## src/hdl/ctc_bus_pkg.sv

```systemverilog
package ctc_bus_pkg;

    ////////////////////////////////////////////////////////////
    // register bus geometry
    ////////////////////////////////////////////////////////////

    localparam int data_w = 16;                 // one register word
    localparam int addr_w = 3;                  // word offset only

    // even offsets hold the registers, odd ones are holes
    localparam logic [addr_w-1:0] off_mode0 = 3'd0; // mode wr / status rd, ch0
    localparam logic [addr_w-1:0] off_mode1 = 3'd2; // mode wr / status rd, ch1
    localparam logic [addr_w-1:0] off_init0 = 3'd4; // init wr / count rd, ch0
    localparam logic [addr_w-1:0] off_init1 = 3'd6; // init wr / count rd, ch1

    ////////////////////////////////////////////////////////////
    // request / response payloads
    ////////////////////////////////////////////////////////////

    // request side, held stable by the master until accepted
    typedef struct packed {
        logic              write;               // 1 write, 0 read
        logic [addr_w-1:0] addr;                // word offset
        logic [data_w-1:0] wdata;               // don't care on reads
    } ctc_req_t;

    // response side, only reads answer
    typedef struct packed {
        logic [data_w-1:0] rdata;               // read data
    } ctc_rsp_t;

endpackage

```

## src/hdl/ctc_timer_pkg.sv

```systemverilog
package ctc_timer_pkg;

    ////////////////////////////////////////////////////////////
    // counter constants
    ////////////////////////////////////////////////////////////

    localparam int cnt_w       = 16;            // down-counter and reg word
    localparam int num_chan    = 2;             // channels in the block
    localparam int sync_stages = 2;             // event sync flops

    ////////////////////////////////////////////////////////////
    // register words
    ////////////////////////////////////////////////////////////

    // mode word, upper bits kept as written but unused
    typedef struct packed {
        logic [cnt_w-3:0] rsvd;                 // 15:2 reserved
        logic             repeat_en;            // bit 1, reload on expiry
        logic             counter_mode;         // bit 0, 1 = count events
    } ctc_mode_t;

    // status word as the CPU sees it
    typedef struct packed {
        logic             active;               // bit 15, counting
        logic [cnt_w-4:0] rsvd;                 // 14:2 read zero
        logic             done;                 // bit 1, counter expired
        logic             timeout;              // bit 0, timer expired
    } ctc_status_t;

    ////////////////////////////////////////////////////////////
    // regs <-> channel
    ////////////////////////////////////////////////////////////

    typedef struct packed {
        ctc_mode_t        mode;                 // current mode
        logic [cnt_w-1:0] init;                 // reload / start value
    } ctc_chan_cfg_t;

    // per-cycle report back to the status logic
    typedef struct packed {
        logic active;                           // level
        logic timeout_set;                      // 1-cycle pulse, timer expiry
        logic done_set;                         // 1-cycle pulse, counter expiry
    } ctc_chan_evt_t;

endpackage

```

## src/hdl/ctc_channel.sv

```systemverilog
`timescale 1ns/1ns

module ctc_channel (
    input  logic                           clock,
    input  logic                           arst_n,
    input  ctc_timer_pkg::ctc_chan_cfg_t   cfg,    // mode + init from regs
    input  logic                           load,   // init written this edge
    input  logic                           stop,   // mode written this edge
    input  logic                           tick,   // synced event edge
    output logic [ctc_timer_pkg::cnt_w-1:0] count, // current value
    output ctc_timer_pkg::ctc_chan_evt_t   evt,    // report to status
    output logic                           cout_n  // active-low expiry pulse
);

    import ctc_timer_pkg::*;

    logic [cnt_w-1:0] count_q;                  // down-counter
    logic             active_q;                 // counting enabled
    logic             cout_n_q;                 // registered pin
    logic             dec_en;                   // decrement this edge
    logic             at_one;                   // next decrement expires
    logic             expire;                   // 1 -> 0 on this edge
    logic             timer_exp;                // expiry in timer mode
    logic             count_exp;                // expiry in counter mode
    logic             reload;                   // repeat on expiry

    ////////////////////////////////////////////////////////////
    // decrement enable and expiry
    ////////////////////////////////////////////////////////////

    // timer runs on every clock, counter only on ticks
    assign dec_en = cfg.mode.counter_mode ? tick : 1'b1;

    assign at_one = (count_q == cnt_w'(1));     // last step

    // load and stop both override the countdown
    assign expire    = active_q & dec_en & at_one & ~load & ~stop;
    assign timer_exp = expire & ~cfg.mode.counter_mode; // timeout
    assign count_exp = expire & cfg.mode.counter_mode;  // done
    assign reload    = cfg.mode.repeat_en;             // else one-shot

    ////////////////////////////////////////////////////////////
    // counter and active state
    ////////////////////////////////////////////////////////////

    always_ff @(posedge clock or negedge arst_n) begin
        if (!arst_n) begin
            count_q  <= '0;
            active_q <= 1'b0;
        end else if (load) begin
            count_q  <= cfg.init;               // init arrives bypassed from regs
            active_q <= |cfg.init;              // zero init stays idle
        end else if (stop) begin
            active_q <= 1'b0;                   // freeze count where it is
        end else if (active_q && dec_en) begin
            if (at_one) begin
                if (reload) begin
                    count_q  <= cfg.init;       // start next period
                    active_q <= |cfg.init;
                end else begin
                    count_q  <= '0;             // one-shot ends at zero
                    active_q <= 1'b0;
                end
            end else begin
                count_q <= count_q - cnt_w'(1); // plain step
            end
        end
    end

    ////////////////////////////////////////////////////////////
    // output pin
    ////////////////////////////////////////////////////////////

    // low for the cycle after the 1 -> 0 edge, timer mode only
    always_ff @(posedge clock or negedge arst_n) begin
        if (!arst_n) begin
            cout_n_q <= 1'b1;                   // idle high
        end else begin
            cout_n_q <= ~timer_exp;             // counter mode never pulses
        end
    end

    assign cout_n = cout_n_q;
    assign count  = count_q;

    // set pulses are combinational so the flag lands on the expiry edge
    always_comb begin
        evt.active      = active_q;             // live level for status[15]
        evt.timeout_set = timer_exp;
        evt.done_set    = count_exp;
    end

endmodule

```

## src/hdl/ctc_event_sync.sv

```systemverilog
`timescale 1ns/1ns

module ctc_event_sync (
    input  logic clock,
    input  logic arst_n,
    input  logic ev_in,                         // async event pin
    output logic tick                           // 1 cycle per rising edge
);

    import ctc_timer_pkg::*;

    ////////////////////////////////////////////////////////////
    // synchronizer chain
    ////////////////////////////////////////////////////////////

    logic [sync_stages-1:0] sync_q;             // [0] may go metastable
    logic                   prev_q;             // last synced level
    logic                   ev_s;               // clean synced level

    assign ev_s = sync_q[sync_stages-1];        // chain output

    always_ff @(posedge clock or negedge arst_n) begin
        if (!arst_n) begin
            sync_q <= '0;                       // pin assumed low
        end else begin
            sync_q <= {sync_q[sync_stages-2:0], ev_in}; // shift in
        end
    end

    ////////////////////////////////////////////////////////////
    // rising edge detect
    ////////////////////////////////////////////////////////////

    // one extra copy, so a long high level still counts once
    always_ff @(posedge clock or negedge arst_n) begin
        if (!arst_n) begin
            prev_q <= 1'b0;
        end else begin
            prev_q <= ev_s;                     // delayed copy
        end
    end

    // low to high on the synced side only
    assign tick = ev_s & ~prev_q;               // ev_in rise -> tick in 2..3 cycles

endmodule

```

## src/hdl/ctc_regs.sv

```systemverilog
`timescale 1ns/1ns

module ctc_regs (
    input  logic                            clock,
    input  logic                            arst_n,
    input  logic                            req_valid,
    output logic                            req_ready,
    input  ctc_bus_pkg::ctc_req_t           req,
    output logic                            rsp_valid,
    input  logic                            rsp_ready,
    output ctc_bus_pkg::ctc_rsp_t           rsp,
    output ctc_timer_pkg::ctc_chan_cfg_t    cfg   [ctc_timer_pkg::num_chan],
    output logic [ctc_timer_pkg::num_chan-1:0] load,   // init write strobe
    output logic [ctc_timer_pkg::num_chan-1:0] stop,   // mode write strobe
    input  logic [ctc_timer_pkg::cnt_w-1:0] count [ctc_timer_pkg::num_chan],
    input  ctc_timer_pkg::ctc_chan_evt_t    evt   [ctc_timer_pkg::num_chan]
);

    import ctc_bus_pkg::*;
    import ctc_timer_pkg::*;

    logic                accept;                // handshake this edge
    logic                wr;                    // accepted write
    logic                rd;                    // accepted read
    logic [num_chan-1:0] sel_mode;              // mode/status offset hit
    logic [num_chan-1:0] sel_init;              // init/count offset hit
    logic [num_chan-1:0] stat_clr;              // status read, clear flags
    logic [data_w-1:0]   rd_data;               // read mux out
    ctc_status_t         status_w [num_chan];   // assembled status words
    ctc_mode_t           mode_q   [num_chan];   // mode registers
    logic [cnt_w-1:0]    init_q   [num_chan];   // init registers
    logic [num_chan-1:0] timeout_q;             // sticky timeout
    logic [num_chan-1:0] done_q;                // sticky done
    logic                rsp_valid_q;           // response pending
    ctc_rsp_t            rsp_q;                 // held read data

    ////////////////////////////////////////////////////////////
    // handshake and decode
    ////////////////////////////////////////////////////////////

    assign req_ready = ~rsp_valid_q;            // one read in flight max
    assign accept    = req_valid & req_ready;
    assign wr        = accept & req.write;
    assign rd        = accept & ~req.write;

    // status words, flags plus live active bit
    always_comb begin
        for (int i = 0; i < num_chan; i++) begin
            status_w[i]         = '0;           // unused bits read zero
            status_w[i].active  = evt[i].active;
            status_w[i].done    = done_q[i];
            status_w[i].timeout = timeout_q[i];
        end
    end

    // offset decode and read mux in one place
    always_comb begin
        sel_mode = '0;
        sel_init = '0;
        rd_data  = '0;                          // odd offsets read 0
        case (req.addr)
            off_mode0: begin
                sel_mode[0] = 1'b1;
                rd_data     = status_w[0];
            end
            off_mode1: begin
                sel_mode[1] = 1'b1;
                rd_data     = status_w[1];
            end
            off_init0: begin
                sel_init[0] = 1'b1;
                rd_data     = count[0];
            end
            off_init1: begin
                sel_init[1] = 1'b1;
                rd_data     = count[1];
            end
            default: ;                          // holes, no hit
        endcase
    end

    assign load     = sel_init & {num_chan{wr}};  // restart countdown
    assign stop     = sel_mode & {num_chan{wr}};  // mode write halts channel
    assign stat_clr = sel_mode & {num_chan{rd}};  // read-to-clear

    ////////////////////////////////////////////////////////////
    // mode / init registers and sticky flags
    ////////////////////////////////////////////////////////////

    always_ff @(posedge clock or negedge arst_n) begin
        if (!arst_n) begin
            for (int i = 0; i < num_chan; i++) begin
                mode_q[i] <= '0;
                init_q[i] <= '0;
            end
            timeout_q <= '0;
            done_q    <= '0;
        end else begin
            for (int i = 0; i < num_chan; i++) begin
                if (stop[i]) mode_q[i] <= ctc_mode_t'(req.wdata); // kept as written
                if (load[i]) init_q[i] <= req.wdata;
                // set beats clear on the same edge
                if (evt[i].timeout_set)   timeout_q[i] <= 1'b1;
                else if (stat_clr[i])     timeout_q[i] <= 1'b0;
                if (evt[i].done_set)      done_q[i]    <= 1'b1;
                else if (stat_clr[i])     done_q[i]    <= 1'b0;
            end
        end
    end

    // channel sees the new init on the writing edge itself
    always_comb begin
        for (int i = 0; i < num_chan; i++) begin
            cfg[i].mode = mode_q[i];
            cfg[i].init = load[i] ? req.wdata : init_q[i];
        end
    end

    ////////////////////////////////////////////////////////////
    // read response
    ////////////////////////////////////////////////////////////

    always_ff @(posedge clock or negedge arst_n) begin
        if (!arst_n) begin
            rsp_valid_q <= 1'b0;
            rsp_q       <= '0;
        end else if (rd) begin
            rsp_valid_q <= 1'b1;                // visible next cycle
            rsp_q.rdata <= rd_data;
        end else if (rsp_ready) begin
            rsp_valid_q <= 1'b0;                // drained, hold data
        end
    end

    assign rsp_valid = rsp_valid_q;
    assign rsp       = rsp_q;

endmodule

```

## src/hdl/ctc_top.sv

```systemverilog
`timescale 1ns/1ns

module ctc_top (
    input  logic                               clock,
    input  logic                               arst_n,
    input  logic                               req_valid,
    output logic                               req_ready,
    input  ctc_bus_pkg::ctc_req_t              req,
    output logic                               rsp_valid,
    input  logic                               rsp_ready,
    output ctc_bus_pkg::ctc_rsp_t              rsp,
    input  logic [ctc_timer_pkg::num_chan-1:0] ev_in,   // raw event pins
    output logic [ctc_timer_pkg::num_chan-1:0] cout_n   // active low
);

    import ctc_timer_pkg::*;

    ctc_chan_cfg_t       cfg   [num_chan];      // regs -> channel
    logic [num_chan-1:0] load;                  // init write strobes
    logic [num_chan-1:0] stop;                  // mode write strobes
    logic [num_chan-1:0] tick;                  // sync -> channel
    logic [cnt_w-1:0]    count [num_chan];      // channel -> read mux
    ctc_chan_evt_t       evt   [num_chan];      // channel -> status

    ////////////////////////////////////////////////////////////
    // bus slave
    ////////////////////////////////////////////////////////////

    ctc_regs u_regs (
        .clock     (clock),
        .arst_n    (arst_n),
        .req_valid (req_valid),
        .req_ready (req_ready),
        .req       (req),
        .rsp_valid (rsp_valid),
        .rsp_ready (rsp_ready),
        .rsp       (rsp),
        .cfg       (cfg),
        .load      (load),
        .stop      (stop),
        .count     (count),
        .evt       (evt)
    );

    ////////////////////////////////////////////////////////////
    // event synchronizers
    ////////////////////////////////////////////////////////////

    ctc_event_sync u_sync0 (.clock(clock), .arst_n(arst_n), .ev_in(ev_in[0]), .tick(tick[0]));
    ctc_event_sync u_sync1 (.clock(clock), .arst_n(arst_n), .ev_in(ev_in[1]), .tick(tick[1]));

    ////////////////////////////////////////////////////////////
    // channels
    ////////////////////////////////////////////////////////////

    ctc_channel u_chan0 (
        .clock (clock), .arst_n (arst_n),
        .cfg   (cfg[0]), .load (load[0]), .stop (stop[0]), .tick (tick[0]),
        .count (count[0]), .evt (evt[0]), .cout_n (cout_n[0])
    );

    ctc_channel u_chan1 (
        .clock (clock), .arst_n (arst_n),
        .cfg   (cfg[1]), .load (load[1]), .stop (stop[1]), .tick (tick[1]),
        .count (count[1]), .evt (evt[1]), .cout_n (cout_n[1])
    );

endmodule

```

## config.mk

```make
export PLATFORM = sky130hd
export DESIGN_NAME = ctc_top
export DESIGN_NICKNAME = d
export VERILOG_FILES = /design/src/hdl/ctc_bus_pkg.sv /design/src/hdl/ctc_timer_pkg.sv /design/src/hdl/ctc_channel.sv /design/src/hdl/ctc_event_sync.sv /design/src/hdl/ctc_regs.sv /design/src/hdl/ctc_top.sv
export SDC_FILE = /design/constraint.sdc
export NUM_CORES = 1
export LEC_CHECK = 0
export ABC_AREA = 1
export BUFFER_PORTS_ARGS = -buffer_cell sky130_fd_sc_hd__buf_2
export CELL_PAD_IN_SITES_DETAIL_PLACEMENT = 0
export CELL_PAD_IN_SITES_GLOBAL_PLACEMENT = 1
export CORE_ASPECT_RATIO = 1.75
export CORE_MARGIN = 3
export CORE_UTILIZATION = 43
export CTS_CLUSTER_SIZE = 14
export DETAILED_ROUTE_END_ITERATION = 12
export GPL_ROUTABILITY_DRIVEN = 0
export PLACE_DENSITY_LB_ADDON = 0.25
export SYNTH_ARGS = -nofsm -noshare
export SYNTH_HDL_FRONTEND = slang
export SYNTH_SLANG_ARGS = --single-unit
```

## constraint.sdc

```tcl
create_clock -name clock -period 1.9 [get_ports clock]
set_clock_uncertainty 0.1 [all_clocks]
set_input_delay 0 -clock clock [delete_from_list [all_inputs] [get_ports clock]]
set_output_delay 0 -clock clock [all_outputs]
set_load 0.005 [all_outputs]
```

==> qor.csv, run 1 <==
stage;metric;value;unit
logic_synthesis;yosysTopAreaCell;dfrtp_1;
hold_path;hp-class;input pin to register;
sta;finalCritPeriodShare;0.997;
sta;maxSlewViolCount;0;
outcome;status;completed;
clock_tree;clk_pin_slew;0.07;ns
finish;area_growth;38.8;%
finish;postLayoutCoreUtil;0.620;
global_route;grt_max_degree;38;
global_route;grt_pass1_wl;27900;um
route;routedWlPerCell;16.6;um
logic_synthesis;synth-seq-cells;99;
floorplanning;design.die.area;0.0146;sq mm
flow_run;drv_cap;0;
floorplanning;initial_core_util;0.447;
clock_tree;cts.sinks;99;
clock_tree;max-clock-path-buffers;2;
logic_synthesis;netlist_area;0.00565;sq mm
finish;drive_above_1_share;0.282;
floorplanning;coreArea;0.0126;sq mm
worst_setup_path;startpoint_type;register;
route;ant_nets;0;
global_route;grt.overflow.total;0;
sta;worst_pin_slew;0.629;ns
global_route;grt_usage;0.244;
placement;io_buffers;45;
sta;setup_viol;0;
clock_tree;cts_root_buf;clkbuf_16;
finish;n_antenna_cell;0;
clock_tree;h-tree-depth;3;
logic_synthesis;yosysWarnings;0;
logic_synthesis;synth_top_area_frac;0.430;
route;drc;0;
logic_synthesis;yosysUniqueCellTypes;30;
worst_setup_path;crit_type;register to register;
placement;dp.final_hpwl;13500;um
route;drtIter0Drc;367;
worst_setup_path;endpoint_kind;register;
floorplanning;die_w;92.6;um
route;firstDrtPassIters;5;
global_route;antenna_found_initial;0;
global_route;grt_pass1_vias;5706;
clock_tree;cts_tree;built;
floorplanning;rows;54;
route;routed_wl;19200;um
route;wl_met2;10200;um
sta;slew-limit-headroom;0.581;
placement;placed_area;0.00664;sq mm
sta;whs;0.0251;ns
power;p_per_area;1120;mW/mm^2
sta;fmax;0.528;GHz
power;p_leak;0.00400;uW
logic_synthesis;avgSynthCellArea;6.82;sq um
logic_synthesis;seq_area_frac_synth;0.439;
worst_setup_path;critPathArrivalTime;2.03;ns
logic_synthesis;synth_cells;828;
clock_tree;numCtsBuffers;9;
sta;tns;0;ns
finish;design_area;0.00784;sq mm
sta;hold_viol_final;0;
finish;finalNetCount;1012;
floorplanning;ioPinCount;46;
finish;layout.cells.non_filler;1155;
route;route.met3.wl;856;um
route;drt-met1-wl;6990;um
worst_setup_path;worst-path-max-fanout;16;
floorplanning;die_h;158;um
clock_tree;clk_latency;0.35;ns
route;vias;6088;
sta;fin_crit;1.89;ns
power;ir_drop;0.000574;V
logic_synthesis;syn_nets;858;
logic_synthesis;ys_top_cells_by_area;dfrtp_1 43%, nand2_1 21%, nor2_1 7.5%, nand3_1 6.0%, a21oi_1 5.9%;
sta;rsz0062_at_grt;true;
route;vias_per_cell;5.27;
route;maxUsedRoutingLayer;met4;
placement;place_inst;1094;
worst_setup_path;cp.required;2.03;ns
-- worst max-delay path, stage by stage (launching register included) --
cell and delay (ns):
dfrtp_1 0.39, inv_2 0.08, nand2_4 0.05, nor2_4 0.22
buf_6 0.18, nand2_8 0.09, buf_4 0.16, o21ai_2 0.09
inv_4 0.14, a21oi_1 0.18, a21oi_1 0.09
-- cell usage after synthesis (all sizes together) --
cell and count:
nand3 69, o2111ai 3, buf 16, a21oi 67, ha 4, and3 1
o21ai 29, nand3b 1, nor2 120, xor2 8, inv 64, xnor2 1
nor3 1, dfstp 2, nand4 5, clkinv 1, nand2 314, dfrtp 97
o22ai 10, clkbuf 15
-- flip-flops by register name (all words and copies together) (netlist names), 4 cells and up --
name and flops:
u_regs.init_q 32, u_chan0.count 16, u_chan1.count 16, u_regs.rsp 16, u_regs.cfg 4
-- stage by stage --
stage,setup WS (ns),total power [uW]
floorplan,0.195,4860
global placement,-0.264,6140
detailed placement,-0.315,6210
CTS,-0.0678,8320
global route,-0.0869,9400
finish,0.00538,8800
-- worst paths after layout --
kind / startpoint / to / slack (ns) / depth (start not counted)
worst max-delay path: u_regs.rsp_valid / u_chan1.count[14] / 0.005 / 10
min in group asynchronous: arst_n / u_sync1.prev_q / 0.06 / 2
worst max register to register: u_regs.rsp_valid / u_chan1.count[14] / 0.005 / 10
worst min-delay path: req[18] / u_regs.done_q[0] / 0.03 / 5
worst min register to register: u_sync1.sync_q[0] / u_sync1.sync_q[1] / 0.25 / 0
max in group asynchronous: arst_n / u_chan1.count[13] / 0.97 / 3
-- what timing repair did --
item,in CTS,in global routing
buffers inserted,0,17
endpoints found under the setup margin,19,35
endpoints found under the hold margin,149,0
hold buffers,20,0
pin swaps,2,29
gates resized for setup,4,118
gates cloned,0,9
-- kinds of logic (layout without fill, tap and decap cells) --
logic type                 Yosys count  after routing  share of synthesized area
and+or+nand+nor                    511            513                      0.364
AOI/OAI and AO/OA                  109            109                      0.104
DFF                                 99             99                      0.439
buffers and inverters               96            253                     0.0700
xor gates and xnor gates             9              9                     0.0140
adders and majority gates            4              4                    0.00887
-- per-layer routing --
| layer | track usage | vias up |
|---|---|---|
| li1 | - | 2940 |
| met1 | 0.282 | 2853 |
| met2 | 0.448 | 232 |
| met3 | 0.0285 | 63 |
| met4 | 0.110 | 0 |
| met5 | 0 | - |
-- where the power goes --
group	switching, uW	internal, uW	leakage [uW]	total (uW)
combinational	2090	1530	0.00267	3620
sequential	459	2680	0.00117	3140
clock	813	1230	0.000163	2040
-- placed cells by master, fill, tap and decap left out, types with 3 or more instances in the layout --
master and count:
nand2_4 3, nand2_2 25, dlygate4sd3_1 20, nor2_2 31, clkbuf_16 15, a21oi_1 45
nor2_1 82, buf_4 86, xor2_1 8, nand3_1 66, o21ai_0 20, dfrtp_1 95
nand2_1 286, o21ai_1 7, o22ai_1 10, a21oi_2 21, buf_6 8, o2111ai_1 3
inv_2 7, buf_12 7, inv_1 55, nor2_4 7, nand4_1 5, buf_2 44
-- final cells by class --
cell class	instances	area (sq um)
Fill cell	1158	4800
Sequential cell	99	2480
Multi-Input combinational cell	635	3110
Timing Repair Buffer	171	1450
Timing Repair inverter	1	6.26
Clock buffer	12	256
Clock inverter	4	73.8
Inverter	65	251
Tap cell	168	210
(Power assumes the default switching activity.)
==> run 2, diff against run 1 <==
--- a/config.mk
+++ b/config.mk
@@ -15,6 +15,7 @@
 export CTS_CLUSTER_SIZE = 14
 export DETAILED_ROUTE_END_ITERATION = 12
 export GPL_ROUTABILITY_DRIVEN = 0
+export GPL_TIMING_DRIVEN = 0
 export PLACE_DENSITY_LB_ADDON = 0.25
 export SYNTH_ARGS = -nofsm -noshare
 export SYNTH_HDL_FRONTEND = slang
==> constraint.sdc (replaced) <==
create_clock -name clock -period 1.9 [get_ports clock]
set_clock_uncertainty 0.1 [all_clocks]
set_input_delay 0.38 -clock clock [delete_from_list [all_inputs] [get_ports clock]]
set_output_delay 0.38 -clock clock [all_outputs]
set_load 0.005 [all_outputs]
==> run 2 against run 1 <==
Against the previous run:
- the flow now finishes with violations (setup timing)
- critical path depth up 3
- design area down 4.7%
- sequential cell count unchanged
- non-clock buffer count down 51
- combinational power down 14%
- first-iteration DRC count up 28%
==> qor.csv, run 2 (synthesis gave the netlist of run 1 again) <==
stage;metric;value;unit;change
global_route;grt_pass1_wl;27600;um;was 27,900 um
worst_setup_path;worst-path-max-fanout;6;;was 16
clock_tree;cts_root_buf;clkbuf_16;;unchanged
hold_path;min_delay_worst_endpoint;u_sync0.sync_q[0];;was u_regs.done_q[0]
floorplanning;design.die.area;0.0146;sq mm;unchanged
global_route;antenna_found_initial;0;;unchanged
hold_path;hp-class;input pin to register;;unchanged
sta;slew-limit-headroom;0.618;;was 0.581
worst_setup_path;startpoint_type;register;;unchanged
route;ant_nets;0;;unchanged
floorplanning;coreArea;0.0126;sq mm;unchanged
hold_path;hold_path_depth;1;;was 5
worst_setup_path;cp.required;2.05;ns;was 2.03 ns
clock_tree;h-tree-depth;3;;unchanged
sta;hold_viol_final;0;;unchanged
worst_setup_path;regToRegSetupSlack;-0.07;ns;was 0.005 ns
worst_setup_path;r2r-end;u_chan1.active_q;;was u_chan1.count[14]
global_route;grt_usage;0.245;;was 0.244
global_route;grt.overflow.total;0;;unchanged
floorplanning;die_h;158;um;unchanged
global_route;grt_max_degree;57;;was 38
finish;postLayoutCoreUtil;0.591;;was 0.620
placement;dp_slack;-0.487;ns;was -0.315 ns
sta;whs;0.0296;ns;was 0.0251 ns
floorplanning;initial_core_util;0.447;;unchanged
clock_tree;clk_pin_slew;0.07;ns;about the same
route;drt-met1-wl;6890;um;was 6990 um
finish;layout_common_cells;268 x nand2_1, 94 x dfrtp_1, 82 x nor2_1, 65 x nand3_1, 55 x inv_1;;was 286 x nand2_1, 95 x dfrtp_1, 86 x buf_4, 82 x nor2_1, 66 x nand3_1
placement;placed_area;0.00611;sq mm;was 0.00664 sq mm
clock_tree;cts_tree;built;;unchanged
route;routedWlPerCell;17.1;um;was 16.6 um
worst_setup_path;cp-startpoint;u_regs.rsp_valid;;unchanged
route;vias_per_cell;5.33;;was 5.27
power;p_leak;0.00376;uW;was 0.00400 uW
worst_setup_path;worstReg2RegStart;u_regs.rsp_valid;;unchanged
finish;area_growth;32.3;%;was 38.8%
worst_setup_path;endpoint_kind;register;;unchanged
sta;finalCritPeriodShare;1.04;;was 0.997
outcome;status;finished, violations left;;was completed
clock_tree;numCtsBuffers;9;;unchanged
placement;dp.final_hpwl;13600;um;was 13,500 um
sta;maxSlewViolCount;0;;unchanged
route;maxUsedRoutingLayer;met4;;unchanged
finish;design_area;0.00747;sq mm;was 0.00784 sq mm
finish;top_register;u_regs.init_q;;unchanged
finish;largest_reg_flops;32;;unchanged
placement;io_buffers;45;;unchanged
sta;fin_crit;1.97;ns;was 1.89 ns
floorplanning;die_w;92.6;um;unchanged
sta;tns;-0.0984;ns;was 0 ns
power;ir_drop;0.000570;V;was 0.000574 V
hold_path;min-delay-start;ev_in[0];;was req[18]
clock_tree;cts.sinks;99;;unchanged
outcome;violations;setup timing;;
sta;fin_ws;-0.0692;ns;was 0.00538 ns
finish;nFillCells;1155;;was 1,158
sta;rsz0062_at_grt;true;;unchanged
route;drtIter0Drc;468;;was 367
finish;finalNetCount;958;;was 1,012
sta;fmax;0.508;GHz;was 0.528 GHz
finish;final_common_cell;nand2_1;;unchanged
finish;drive_above_1_share;0.265;;was 0.282
route;vias;5863;;was 6,088
route;routed_wl;18800;um;was 19,200 um
finish;n_antenna_cell;0;;unchanged
worst_setup_path;crit_type;register to register;;unchanged
clock_tree;max-clock-path-buffers;2;;unchanged
power;p_per_area;1140;mW/mm^2;was 1120 mW/mm^2
worst_setup_path;critPathArrivalTime;2.12;ns;was 2.03 ns
global_route;grt_pass1_vias;5458;;was 5,706
floorplanning;rows;54;;unchanged
route;wl_met2;10000;um;was 10,200 um
route;route.met3.wl;738;um;was 856 um
flow_run;drv_cap;0;;unchanged
route;firstDrtPassIters;6;;was 5
route;drc;0;;unchanged
floorplanning;ioPinCount;46;;unchanged
worst_setup_path;reg2regPathDepth;13;;was 10
sta;setup_viol;2;;was 0
clock_tree;clk_latency;0.35;ns;about the same
sta;worst_pin_slew;0.573;ns;was 0.629 ns
-- run 2: cell types whose count changed in the layout (fill, tap and decap cells not counted), sizes merged --
cell         before  now
dlygate4sd3      20    1
bufinv            2    3
clkinvlp          0    1
buf             145  104
clkbuf           18   25
clkinv            4    2
nand2           316  314
inv              64   65
-- run 2: through the flow --
step,power (uW),cells
after floorplan,4860,828
after global placement,5630,1041
after detailed placement,5700,1042
after CTS,7900,1065
after global routing,9030,1101
final,8520,1101
-- run 2: what timing repair did --
item | CTS | global route
pin swaps | 4 | 44
buffers inserted | 7 | 30
endpoints found under the hold margin | 41 | 0
setup endpoints to repair | 49 | 48
gates cloned | 0 | 7
resized for setup | 37 | 168
hold buffers | 1 | 0
-- run 2: worst max path at each step --
| stage | cells after the start | to | slack (ns) |
|---|---|---|---|
| 2_1_floorplan | 13 | u_chan0.active_q | 0.19 |
| 3_3_place_gp | 1 | u_chan0.count[8] | -0.69 |
| 3_5_place_dp | 14 | u_chan0.active_q | -0.49 |
| 4_1_cts | 7 | u_regs.rsp[10] | -0.05 |
| 5_1_grt | 13 | u_chan1.active_q | -0.15 |
| 6_report | 13 | u_chan1.active_q | -0.07 |
-- run 2: per-layer routing --
layer,GRT usage,vias to the layer above
met2,0.475,224
li1,-,2837
met3,0.0314,73
met1,0.265,2729
met5,0,-
met4,0.101,0
-- run 2: cell type report --
cell class,instances,area [sq um],share of cell area
clock buffer,10,229,0.0307
inverter,65,255,0.0342
tap,168,210,0.0282
clock inverter,6,113,0.0151
buffer,29,244,0.0327
multi-input combinational,633,3250,0.435
timing repair buffer,91,683,0.0915
sequential,99,2480,0.333
-- run 2: power by group --
group	internal (uW)	switching [uW]
sequential	2680	579
clock	1290	853
combinational	1180	1930
-- run 2: critical path: stages, from the launching register on --
cell and delay, ns:
dfrtp_1 0.39, inv_2 0.10, nand2_4 0.06, nor2_4 0.21
nand2_4 0.16, buf_8 0.19, nand2_4 0.07, nand2_4 0.07
nor2_4 0.10, nand2_2 0.07, nor2_4 0.15, nand2_2 0.08
nand2_1 0.07, nand2_1 0.05
